<file path="src/hdl/exc_pkg.sv">
// exception unit package: widths, cause codes, target selectors, csr addresses, csr write union
package exc_pkg;

  //////////////////////////////////////////////////
  // widths
  //////////////////////////////////////////////////

  // cause code, top bit flags an interrupt
  localparam int cause_w   = 6;
  // handler target selector
  localparam int exc_sel_w = 3;
  // data and address width
  localparam int xlen      = 32;

  //////////////////////////////////////////////////
  // exception cause codes
  //////////////////////////////////////////////////

  localparam logic [cause_w-1:0] cause_illegal   = 6'd2;
  localparam logic [cause_w-1:0] cause_load_err  = 6'd5;
  localparam logic [cause_w-1:0] cause_store_err = 6'd7;
  localparam logic [cause_w-1:0] cause_ecall     = 6'd8;

  //////////////////////////////////////////////////
  // target selectors
  //////////////////////////////////////////////////

  localparam logic [exc_sel_w-1:0] sel_irq     = 3'd0;
  localparam logic [exc_sel_w-1:0] sel_illegal = 3'd1;
  localparam logic [exc_sel_w-1:0] sel_ecall   = 3'd2;
  localparam logic [exc_sel_w-1:0] sel_load    = 3'd3;
  localparam logic [exc_sel_w-1:0] sel_store   = 3'd4;

  // exception entries start here above mtvec, 4 bytes apart
  localparam logic [xlen-1:0] exc_base_off = 32'h80;

  //////////////////////////////////////////////////
  // csr addresses
  //////////////////////////////////////////////////

  localparam logic [11:0] csr_mstatus = 12'h300;
  localparam logic [11:0] csr_mtvec   = 12'h305;
  localparam logic [11:0] csr_mepc    = 12'h341;
  localparam logic [11:0] csr_mcause  = 12'h342;

  // csr write word, seen as mtvec or as mstatus
  typedef union packed {
    struct packed {
      logic [23:0] base;
      logic [7:0]  unused;
    } mtvec;
    struct packed {
      logic [23:0] unused_hi;
      logic        mpie;
      logic [2:0]  unused_mid;
      logic        mie;
      logic [2:0]  unused_lo;
    } mstatus;
  } csr_wdata_u;

endpackage

</file>
<file path="src/hdl/exc_controller.sv">
// exception controller: source priority, cause latch and request/ack FSM
module exc_controller (
  input  logic                          clk,
  input  logic                          rst_n,

  // level-triggered interrupt lines and global enable
  input  logic [31:0]                   irq_i,
  input  logic                          irq_enable_i,

  // decoder and lsu fault sources
  input  logic                          illegal_insn_i,
  input  logic                          ecall_insn_i,
  input  logic                          eret_insn_i,
  input  logic                          lsu_load_err_i,
  input  logic                          lsu_store_err_i,

  // handshake with redirect control
  input  logic                          ack_i,
  output logic                          req_o,

  // trap events towards csr block
  output logic                          save_cause_o,
  output logic                          eret_o,
  output logic [exc_pkg::cause_w-1:0]   cause_o,
  output logic [exc_pkg::exc_sel_w-1:0] sel_o,
  output logic [4:0]                    vec_o
);

  import exc_pkg::*;

  typedef enum logic [1:0] {IDLE, WAIT_ACK, IN_ISR} exc_state_t;

  exc_state_t             state_q, state_d;
  logic                   req_int;
  logic [cause_w-1:0]     cause_int, cause_q;
  logic [exc_sel_w-1:0]   sel_int, sel_q;
  logic                   bypass;

  // any source present
  assign req_int = illegal_insn_i | ecall_insn_i | lsu_load_err_i | lsu_store_err_i |
                   (irq_enable_i & (|irq_i));

  //////////////////////////////////////////////////
  // priority, later assignments win
  //////////////////////////////////////////////////

  always_comb begin
    cause_int = '0;
    sel_int   = sel_irq;
    // downward scan leaves the lowest enabled line
    for (int i = 31; i >= 0; i--) begin
      if (irq_enable_i && irq_i[i]) begin
        cause_int = {1'b1, 5'(i)};
        sel_int   = sel_irq;
      end
    end
    if (ecall_insn_i) begin
      cause_int = cause_ecall;
      sel_int   = sel_ecall;
    end
    if (illegal_insn_i) begin
      cause_int = cause_illegal;
      sel_int   = sel_illegal;
    end
    if (lsu_load_err_i) begin
      cause_int = cause_load_err;
      sel_int   = sel_load;
    end
    // store error is top priority
    if (lsu_store_err_i) begin
      cause_int = cause_store_err;
      sel_int   = sel_store;
    end
  end

  // latch on first sight of a request
  always_ff @(posedge clk or negedge rst_n) begin
    if (!rst_n) begin
      cause_q <= '0;
      sel_q   <= sel_irq;
    end else if (bypass) begin
      cause_q <= cause_int;
      sel_q   <= sel_int;
    end
  end

  // pass through while idle, held value while waiting
  assign bypass  = (state_q == IDLE) && req_int;
  assign cause_o = bypass ? cause_int : cause_q;
  assign sel_o   = bypass ? sel_int : sel_q;
  // vector index only for interrupts
  assign vec_o   = cause_o[cause_w-1] ? cause_o[4:0] : 5'd0;

  //////////////////////////////////////////////////
  // request fsm
  //////////////////////////////////////////////////

  always_comb begin
    state_d      = state_q;
    req_o        = 1'b0;
    save_cause_o = 1'b0;
    eret_o       = 1'b0;
    case (state_q)
      IDLE: begin
        req_o = req_int;
        if (req_int) begin
          state_d = WAIT_ACK;
          // same-cycle ack goes straight to handler
          if (ack_i) begin
            save_cause_o = 1'b1;
            state_d      = IN_ISR;
          end
        end
      end
      WAIT_ACK: begin
        req_o = 1'b1;
        if (ack_i) begin
          save_cause_o = 1'b1;
          state_d      = IN_ISR;
        end
      end
      IN_ISR: begin
        // new sources ignored until return
        if (eret_insn_i) begin
          eret_o  = 1'b1;
          state_d = IDLE;
        end
      end
      default: state_d = IDLE;
    endcase
  end

  always_ff @(posedge clk or negedge rst_n) begin
    if (!rst_n) begin
      state_q <= IDLE;
    end else begin
      state_q <= state_d;
    end
  end

endmodule

</file>
<file path="src/hdl/exc_csr.sv">
// machine trap csrs: mtvec, mstatus, mcause, mepc with software port and trap save/restore
module exc_csr (
  input  logic                        clk,
  input  logic                        rst_n,

  // software access
  input  logic [11:0]                 csr_addr_i,
  input  logic                        csr_we_i,
  input  exc_pkg::csr_wdata_u         csr_wdata_i,
  output logic [exc_pkg::xlen-1:0]    csr_rdata_o,

  // trap entry and return
  input  logic                        save_cause_i,
  input  logic                        eret_i,
  input  logic [exc_pkg::cause_w-1:0] cause_i,
  input  logic [exc_pkg::xlen-1:0]    epc_i,

  // state for controller and target unit
  output logic                        irq_enable_o,
  output logic [exc_pkg::xlen-1:0]    mtvec_o,
  output logic [exc_pkg::xlen-1:0]    mepc_o
);

  import exc_pkg::*;

  logic [23:0]        mtvec_base_q;
  logic               mie_q;
  logic               mpie_q;
  logic [cause_w-1:0] mcause_q;
  logic [xlen-1:0]    mepc_q;

  //////////////////////////////////////////////////
  // register updates
  //////////////////////////////////////////////////

  // handler base, 256-byte aligned
  always_ff @(posedge clk or negedge rst_n) begin
    if (!rst_n) begin
      mtvec_base_q <= '0;
    end else if (csr_we_i && csr_addr_i == csr_mtvec) begin
      mtvec_base_q <= csr_wdata_i.mtvec.base;
    end
  end

  // mstatus, trap events win over software
  always_ff @(posedge clk or negedge rst_n) begin
    if (!rst_n) begin
      mie_q  <= 1'b0;
      mpie_q <= 1'b0;
    end else if (save_cause_i) begin
      mpie_q <= mie_q;
      mie_q  <= 1'b0;
    end else if (eret_i) begin
      mie_q  <= mpie_q;
      mpie_q <= 1'b1;
    end else if (csr_we_i && csr_addr_i == csr_mstatus) begin
      mie_q  <= csr_wdata_i.mstatus.mie;
      mpie_q <= csr_wdata_i.mstatus.mpie;
    end
  end

  // cause and return pc captured on entry
  always_ff @(posedge clk or negedge rst_n) begin
    if (!rst_n) begin
      mcause_q <= '0;
      mepc_q   <= '0;
    end else if (save_cause_i) begin
      mcause_q <= cause_i;
      mepc_q   <= epc_i;
    end else if (csr_we_i) begin
      if (csr_addr_i == csr_mcause) begin
        // interrupt flag lives in bit 31 of the word
        mcause_q <= {csr_wdata_i[31], csr_wdata_i[4:0]};
      end
      if (csr_addr_i == csr_mepc) begin
        mepc_q <= csr_wdata_i;
      end
    end
  end

  //////////////////////////////////////////////////
  // read mux, unknown addresses read 0
  //////////////////////////////////////////////////

  always_comb begin
    case (csr_addr_i)
      csr_mstatus: csr_rdata_o = {24'd0, mpie_q, 3'd0, mie_q, 3'd0};
      csr_mtvec:   csr_rdata_o = mtvec_o;
      csr_mepc:    csr_rdata_o = mepc_q;
      csr_mcause:  csr_rdata_o = {mcause_q[cause_w-1], 26'd0, mcause_q[4:0]};
      default:     csr_rdata_o = '0;
    endcase
  end

  assign irq_enable_o = mie_q;
  assign mtvec_o      = {mtvec_base_q, 8'h00};
  assign mepc_o       = mepc_q;

endmodule

</file>
<file path="src/hdl/trap_target.sv">
// trap target unit: registered handler or return address
module trap_target (
  input  logic                          clk,
  input  logic                          rst_n,

  // trap accepted or return taken
  input  logic                          load_i,
  input  logic                          eret_i,

  // handler selection from controller
  input  logic [exc_pkg::exc_sel_w-1:0] sel_i,
  input  logic [4:0]                    vec_i,

  // csr values
  input  logic [exc_pkg::xlen-1:0]      mtvec_i,
  input  logic [exc_pkg::xlen-1:0]      mepc_i,

  output logic [exc_pkg::xlen-1:0]      pc_target_o
);

  import exc_pkg::*;

  logic [xlen-1:0] irq_addr;
  logic [xlen-1:0] exc_addr;
  logic [xlen-1:0] target_d;
  logic [xlen-1:0] target_q;

  //////////////////////////////////////////////////
  // address generation
  //////////////////////////////////////////////////

  // interrupt entries straight above base
  assign irq_addr = mtvec_i + xlen'({vec_i, 2'b00});
  // exception entries start at the fixed offset
  assign exc_addr = mtvec_i + exc_base_off + xlen'({sel_i, 2'b00});

  always_comb begin
    if (eret_i) begin
      target_d = mepc_i;
    end else if (sel_i == sel_irq) begin
      target_d = irq_addr;
    end else begin
      target_d = exc_addr;
    end
  end

  // hold between events, lines up with pc_set strobe
  always_ff @(posedge clk or negedge rst_n) begin
    if (!rst_n) begin
      target_q <= '0;
    end else if (load_i || eret_i) begin
      target_q <= target_d;
    end
  end

  assign pc_target_o = target_q;

endmodule

</file>
<file path="src/hdl/pipe_redirect.sv">
// pipeline redirect control: trap acknowledge on drained pipe, one-cycle pc set strobe
module pipe_redirect (
  input  logic clk,
  input  logic rst_n,

  // request from exception controller
  input  logic req_i,
  // no instructions left in flight
  input  logic pipe_empty_i,

  // trap events from controller
  input  logic save_cause_i,
  input  logic eret_i,

  output logic ack_o,
  output logic pc_set_o
);

  logic redirect_d;
  logic pc_set_q;

  //////////////////////////////////////////////////
  // acknowledge
  //////////////////////////////////////////////////

  // accept only once the pipeline has drained
  // a low pipe_empty_i just stretches the request
  assign ack_o = req_i & pipe_empty_i;

  //////////////////////////////////////////////////
  // redirect strobe
  //////////////////////////////////////////////////

  // trap entry or return both need a jump
  assign redirect_d = save_cause_i | eret_i;

  // one register delay so the strobe meets the
  // registered target address
  always_ff @(posedge clk or negedge rst_n) begin
    if (!rst_n) begin
      pc_set_q <= 1'b0;
    end else begin
      pc_set_q <= redirect_d;
    end
  end

  // one cycle per trap entry or return
  assign pc_set_o = pc_set_q;

endmodule

</file>
<file path="src/hdl/exc_unit_top.sv">
// exception unit top level: controller, csr block, redirect control and target unit
module exc_unit_top (
  input  logic                     clk,
  input  logic                     rst_n,

  // interrupt lines
  input  logic [31:0]              irq_i,

  // decoder and lsu sources
  input  logic                     illegal_insn_i,
  input  logic                     ecall_insn_i,
  input  logic                     eret_insn_i,
  input  logic                     lsu_load_err_i,
  input  logic                     lsu_store_err_i,

  // software csr port
  input  logic [11:0]              csr_addr_i,
  input  logic                     csr_we_i,
  input  exc_pkg::csr_wdata_u      csr_wdata_i,
  output logic [exc_pkg::xlen-1:0] csr_rdata_o,

  // pipeline side
  input  logic [exc_pkg::xlen-1:0] epc_i,
  input  logic                     pipe_empty_i,
  output logic                     pc_set_o,
  output logic [exc_pkg::xlen-1:0] pc_target_o
);

  import exc_pkg::*;

  // handshake and event strobes
  logic                 exc_req;
  logic                 exc_ack;
  logic                 save_cause;
  logic                 eret;
  // trap description
  logic [cause_w-1:0]   cause;
  logic [exc_sel_w-1:0] sel;
  logic [4:0]           vec;
  // csr state
  logic                 irq_enable;
  logic [xlen-1:0]      mtvec;
  logic [xlen-1:0]      mepc;

  exc_controller exc_controller_inst (
    .clk             (clk),
    .rst_n           (rst_n),
    .irq_i           (irq_i),
    .irq_enable_i    (irq_enable),
    .illegal_insn_i  (illegal_insn_i),
    .ecall_insn_i    (ecall_insn_i),
    .eret_insn_i     (eret_insn_i),
    .lsu_load_err_i  (lsu_load_err_i),
    .lsu_store_err_i (lsu_store_err_i),
    .ack_i           (exc_ack),
    .req_o           (exc_req),
    .save_cause_o    (save_cause),
    .eret_o          (eret),
    .cause_o         (cause),
    .sel_o           (sel),
    .vec_o           (vec)
  );

  exc_csr exc_csr_inst (
    .clk          (clk),
    .rst_n        (rst_n),
    .csr_addr_i   (csr_addr_i),
    .csr_we_i     (csr_we_i),
    .csr_wdata_i  (csr_wdata_i),
    .csr_rdata_o  (csr_rdata_o),
    .save_cause_i (save_cause),
    .eret_i       (eret),
    .cause_i      (cause),
    .epc_i        (epc_i),
    .irq_enable_o (irq_enable),
    .mtvec_o      (mtvec),
    .mepc_o       (mepc)
  );

  pipe_redirect pipe_redirect_inst (
    .clk          (clk),
    .rst_n        (rst_n),
    .req_i        (exc_req),
    .pipe_empty_i (pipe_empty_i),
    .save_cause_i (save_cause),
    .eret_i       (eret),
    .ack_o        (exc_ack),
    .pc_set_o     (pc_set_o)
  );

  trap_target trap_target_inst (
    .clk         (clk),
    .rst_n       (rst_n),
    .load_i      (save_cause),
    .eret_i      (eret),
    .sel_i       (sel),
    .vec_i       (vec),
    .mtvec_i     (mtvec),
    .mepc_i      (mepc),
    .pc_target_o (pc_target_o)
  );

endmodule

</file>
<file path="config.mk">
export PLATFORM = sky130hd
export DESIGN_NAME = exc_unit_top
export DESIGN_NICKNAME = d
export VERILOG_FILES = /design/src/hdl/exc_pkg.sv /design/src/hdl/exc_controller.sv /design/src/hdl/exc_csr.sv /design/src/hdl/trap_target.sv /design/src/hdl/pipe_redirect.sv /design/src/hdl/exc_unit_top.sv
export SDC_FILE = /design/constraint.sdc
export NUM_CORES = 1
export LEC_CHECK = 0
export ABC_AREA = 1
export ABC_CLOCK_PERIOD_IN_PS = 7300
export BUFFER_PORTS_ARGS = -buffer_cell sky130_fd_sc_hd__buf_2
export CORE_ASPECT_RATIO = 0.75
export CORE_MARGIN = 2
export CORE_UTILIZATION = 54
export CTS_BUF_LIST = sky130_fd_sc_hd__clkbuf_4
export DETAILED_ROUTE_END_ITERATION = 12
export MAX_ROUTING_LAYER = met4
export PLACE_DENSITY = 0.85
export SETUP_SLACK_MARGIN = 0.15
export SLEW_MARGIN = 15
export SYNTH_ARGS = -nofsm -noshare
export SYNTH_HDL_FRONTEND = slang
export SYNTH_SLANG_ARGS = --single-unit
export TNS_END_PERCENT = 10
</file>
<file path="constraint.sdc">
create_clock -name clk -period 7.3 [get_ports clk]
set_clock_uncertainty 0.2 [all_clocks]
set_input_delay 0.365 -clock clk [delete_from_list [all_inputs] [get_ports clk]]
set_output_delay 0.365 -clock clk [all_outputs]
set_load 0.05 [all_outputs]
</file>
* After elaboration in Yosys (flattened, before gate mapping)
Cells that the tools add are included.
Cells by class: $add $sub $neg 3, bitwise gates (word level) 7, reduce and logical (&&, ||, !) cells 46, multiplexer cells 69, equality and inequality tests 9
Operators by type and width (number):
- 2-to-1 mux 6 bit | 40
- 2-to-1 mux 32 bit | 5
- case mux 32 bit (4 select lines) | 1
- equality test 12 x 10 -> 1 bit (second input constant) | 4
- logical AND 1 bit | 35
- adder 32 x 5 -> 32 bit | 1
- adder 32 x 7 -> 32 bit | 1
- adder 32 x 8 -> 32 bit (second input constant) | 1
- OR reduction 32 bit | 1
- 2-to-1 mux 2 bit | 7
- 2-to-1 mux 1 bit | 10
- 2-to-1 mux 3 bit | 2
- case mux 2 bit (3 select lines) | 1
- nonzero test 2 bit | 3
- 2-to-1 mux 5 bit | 1
- OR 1 bit | 5
- inequality test 2 bit (second input constant) | 2
- case mux 1 bit (2 select lines) | 2
- AND reduction 2 bit | 2
- zero test 3 bit | 1
- AND reduction 3 bit | 1
- nonzero test 3 bit | 1
- bitwise AND 1 bit | 2
- equality test 2 x 1 -> 1 bit (second input constant) | 1
- 4 further kinds | 4
Storage, ports and cells: output and inout bits 65, bits of input ports 117, register bits 108, word-level logic and storage cells 144

* Depth between registers and ports, before layout
word-level depth 42, mapped depth 35

* Hierarchy
A second synthesis with hierarchy kept.
Second synthesis, totals: cell total of the unflattened synthesis 1172, area total of the unflattened synthesis 7792.5 um^2
By module, submodules not included:
- exc_csr | area an instance 3747.3 um^2, cells each 534, instances 1
- trap_target | area an instance 2922.8 um^2, cells each 447, instances 1
- exc_controller | area an instance 1078.5 um^2, cells each 185, instances 1
- pipe_redirect | area an instance 43.8 um^2, cells each 6, instances 1

* Worst setup path after synthesis
Ideal clock, no wire load.
path type input to output, start point in csr_addr_i[5], end point out csr_rdata_o[25] in the netlist's numbering, required time 6.735 ns, path slack 4.306 ns, stages on the path 5, arrival time 2.429 ns, path through or2_1 nor4_1 nand2_1 clkbuf_1 o21ai_0
On the way: cells in the longest elaborated chain, start to end 2, elaborated cells on any way between the ends 5
RTL lines:
- start: declaration | line exc_unit_top.sv:17 | input logic [11:0] csr_addr_i,
- equality test 12 x 10 -> 1 bit | line exc_csr.sv:86 | case (csr_addr_i)
- case mux 32 bit (4 select lines) (*) | line exc_csr.sv:86
- end: declaration | line exc_unit_top.sv:20 | output logic [exc_pkg::xlen-1:0] csr_rdata_o,
Every way passes the cells marked *; elsewhere a longest branch is shown, timed or not.

* Final worst setup path
start point reg exc_csr_inst.mie_q (netlist: exc_csr_inst.irq_enable_o), end point reg exc_csr_inst.mepc_q[15] (netlist: exc_csr_inst.mepc_o[15])
On the way: cells in the longest elaborated chain, start to end 9, elaborated cells on any way between the ends 11
RTL lines:
- start: declaration | line exc_csr.sv:27 | logic mie_q;
- start signal: assignment | line exc_csr.sv:54 | mie_q <= mpie_q;
- start signal: assignment | line exc_csr.sv:57 | mie_q <= csr_wdata_i.mstatus.mie;
- bitwise AND 1 bit (*) | line exc_controller.sv:41 | (irq_enable_i & (|irq_i));
- OR 1 bit (*) | line exc_controller.sv:40 | assign req_int = illegal_insn_i | ecall_insn_i | lsu_load_err_i | lsu_store_err_i |
- case mux 1 bit (2 select lines) | line exc_controller.sv:103 | case (state_q)
- bitwise AND 1 bit | line pipe_redirect.sv:28 | assign ack_o = req_i & pipe_empty_i;
- 2-to-1 mux 1 bit | line exc_controller.sv:109, exc_controller.sv:117
- 2-to-1 mux 1 bit | line exc_controller.sv:106 | if (req_int) begin
- case mux 1 bit (2 select lines) (*) | line exc_controller.sv:103
- nonzero test 2 bit (no source line)
- AND reduction 2 bit (no source line)
- end signal: assignment | line exc_csr.sv:69 | mepc_q <= epc_i;
- end signal: assignment | line exc_csr.sv:76 | mepc_q <= csr_wdata_i;
- end: declaration | line exc_csr.sv:30 | logic [xlen-1:0] mepc_q;
Marked as above. A chain may end at the register's enable or synchronous reset.

==> results by group <==
Run status
  – Status: finished clean

Worst setup path
  – CP Class: reg2reg
  – Flop2flop setup slack: between 2 and 3 ns
  – Arrival @ worst endpoint: around 4.8 ns
  – Crit end category: flip-flop
  – CP startpoint kind: flip-flop
  – Critical path fanouts, max: 59
  – CP Data Required Time: around 7.5 ns

Job
  – Max-cap violations: 0

Timing
  – Fmax: about 0.22 GHz
  – Crit path time final: ~4.6 ns
  – Hold slack: approximately 0.024 ns
  – Max Slew Vio Count: 0
  – Final Hold Vio Count: 0
  – Worst Tran Pin Value: approximately 1.0 ns
  – Final setup viols: 0
  – Unrepaired setup endpoints after global routing: false
  – Setup tns final: 0 ns
  – Final period utilization: a little over three fifths
  – Max_slew headroom: between 30% and 40%

Yosys
  – Mapped Area: between 5000 and 6000 um2
  – Cells after synthesis: approximately 720
  – Largest cells by area after synthesis: dfrtp_1 (47%), nand2_1 (17%), inv_1 (5.1%), o211ai_1 (4.7%), o21ai_0 (4.3%)
  – Sequential fraction of the synthesis area: a little under half
  – Synthesized Nets: approximately 840
  – Top cells by count, synth: nand2_1 (253), dfrtp_1 (108), inv_1 (77), o21ai_0 (49), o211ai_1 (36)
  – Register bit total from synthesis: 108
  – Synth warn: 0
  – Synth unique cells: 40
  – Ys flop type: dfrtp_1
  – Area share of the leading cell type in the synthesized netlist: 47.28%
  – Cell taking the most area after synthesis: dfrtp_1
  – Top-count cell post-synth: nand2_1
  – Mean Syn Cell Area: between 7 and 8 um2
  – Post-synth EDFFs: 0
  – Fraction of registers with async set/reset: between 90% and 100%

Clocking
  – Post-CTS Resized: 0
  – Worst-Skew Late Latency: around 0.47 ns
  – Clock Pin Slew Worst Setup and Hold Paths: 0.16 ns
  – Clock sinks: roughly 110
  – CTS Buffer Depth: 2
  – H-tree levels: 3
  – Post-CTS setup buffers: 0
  – Clk root buf: clkbuf_4
  – Hold_buf cts: between 90 and 100
  – TritonCTS buffer count: 9
  – CTS tree: yes

Min path
  – HP Class: in2reg

Layout
  – Fill count: around 700
  – Layout cells sized above 1: 24.01%
  – Fin nets: between 1000 and 1500
  – Fin util: around 76%
  – Register area: 2703 um2
  – Multi-input logic area: between 2000 and 3000 um2
  – Area grow syn2layout: 35.92%

Place
  – Final HPWL DP: around 11000 um
  – Final GP Congestion: between 0.8 and 0.9
  – Number of port buffers: ~180

Power
  – Clk pwr share: approximately a fifth
  – Leakage: slightly below 4 nW
  – Pint: ~0.0011 W
  – Flop pwr share: 41.6%
  – Pwr/cell area: between 200 and 250 nW/um2
  – Max IR drop VDD: about 130 uV
  – Switching share of power: around 40%
  – Combinational Power Share: 38.9%
  – Net Sw Power: around 0.00077 W

Drt
  – Via count: 6193
  – Initial DRC Count: 533
  – Via-to-Cell Ratio: between 5 and 6
  – Antenna-violating nets left: 0
  – DR pass1 iterations: 5
  – Post-DR wirelength/cell: 16.20 um
  – Total wire length: about 18000 um
  – DRC: 0

Floorplan
  – Die X: ~120 um
  – Die H: a little over 90 um
  – Core area: approximately 10000 um2
  – Top-level I/O count: between 150 and 200
  – Initial Util: 55.56%
  – Num rows: 32
  – Die area: roughly 11000 um2

Global route
  – Vias in the first global route: between 6000 and 7000
  – First-pass GRT wire length: 29270 um
  – Initial antenna violation count: 1
  – Largest net degree at the start of global routing: 82
  – Total GRT Usage: between 30% and 40%
  – Overflow after GRT: 0
-- path summary, 6_finish.rpt --
kind / start / to / cells past startpoint
worst min-delay path: epc_i[6] / exc_csr_inst.mepc_o[6] / 4
worst max-delay path: exc_csr_inst.irq_enable_o / exc_csr_inst.mepc_o[15] / 13
worst max register to register: exc_csr_inst.irq_enable_o / exc_csr_inst.mepc_o[15] / 13
max in group asynchronous: rst_n / exc_csr_inst.mtvec_base_q[8] / 3
min in group asynchronous: rst_n / trap_target_inst.pc_target_o[22] / 2
worst min register to register: exc_csr_inst.mtvec_base_q[5] / exc_csr_inst.mtvec_base_q[5] / 2
-- logic make-up after synthesis --
kind of cell | synth area share (%)
simple gates | 24.75
compound gates | 17.68
buf+inv | 9.105
flops | 47.28
mux | 1.182
-- per-stage QoR --
step                total power [W]  instances  cell area, um2  setup slack [ns]
finish                     0.001911       1121            7770             2.737
global route               0.002015       1120            7767             2.379
CTS                        0.001888       1117            7745             2.864
detailed placement         0.001448       1008            6634             3.018
global placement           0.001434       1008            6634             3.158
floorplan                  0.001283        721            5717             4.306
-- routing by layer --
metal / vias up / track usage (%) / part of all wire [%]
met3: 58 / 7.622 / 8.9
met2: 361 / 53.55 / 47
met1: 2872 / 42.93 / 41
met5: - / - / 0
met4: 0 / 12.93 / 3.0
li1: 2902 / - / -
-- registers in the layout, indices dropped and copies added, names as in the netlist --
name / count
exc_csr_inst.mepc_o: 32
trap_target_inst.pc_target_o: 32
exc_csr_inst.mtvec_base_q: 24
exc_controller_inst.cause_q: 6
exc_csr_inst.mcause_q: 6
exc_controller_inst.sel_q: 3
exc_controller_inst.state_q: 2
exc_csr_inst.irq_enable_o: 1
exc_csr_inst.mpie_q: 1
pipe_redirect_inst.pc_set_o: 1
-- power by group through the flow --
stage | clock network [W] | logic [W] | registers [W]
2_1_floorplan | 0 | 0.000351 | 0.000932
3_3_place_gp | 0 | 0.000634 | 0.000799
3_5_place_dp | 0 | 0.000645 | 0.000803
4_1_cts | 0.000372 | 0.000725 | 0.000791
5_1_grt | 0.000398 | 0.000811 | 0.000807
6_report | 0.000372 | 0.000743 | 0.000796
-- worst max-delay path, cell delays in order (launching register included) --
cell and delay, ns:
dfrtp_1 0.77, nand2_1 0.28, nand2_1 0.10, nor2_1 0.14
nand3_1 0.10, nor2_2 0.19, nand3_2 0.12, or2_1 0.27
nand2_4 0.42, inv_4 0.41, nor2_8 0.47, inv_2 0.18
o211ai_1 0.22, dlygate4sd3_1 0.59
-- cell type report --
type,instances,share of cell area [%]
Antenna cell,2,0.06441
Multi-Input combinational cell,496,32.22
Clock buffer,9,0.8696
Clock inverter,7,1.449
Tap cell,136,2.190
Timing Repair Buffer,280,24.32
Inverter,83,4.106
Sequential cell,108,34.78
-- cells in the final DEF, fill, tap and decap left out, types with 3 or more instances in the layout --
| master | instances |
|---|---|
| nand2_1 | 253 |
| buf_2 | 180 |
| dfrtp_1 | 108 |
| dlygate4sd3_1 | 95 |
| inv_1 | 77 |
| o21ai_0 | 49 |
| o211ai_1 | 36 |
| nor2_1 | 33 |
| nand3_1 | 20 |
| o311ai_1 | 19 |
| o21ai_1 | 9 |
| a21oi_1 | 9 |
| o22ai_1 | 9 |
| clkbuf_4 | 9 |
| nor3_1 | 7 |
| o221ai_1 | 7 |
| mux2_2 | 6 |
| nor4_1 | 5 |
| buf_4 | 5 |
| inv_2 | 4 |
| a21oi_2 | 4 |
| nor2_2 | 3 |
| o21ai_2 | 3 |
| bufinv_16 | 3 |
No activity file was read; power rests on OpenSTA's default activity.
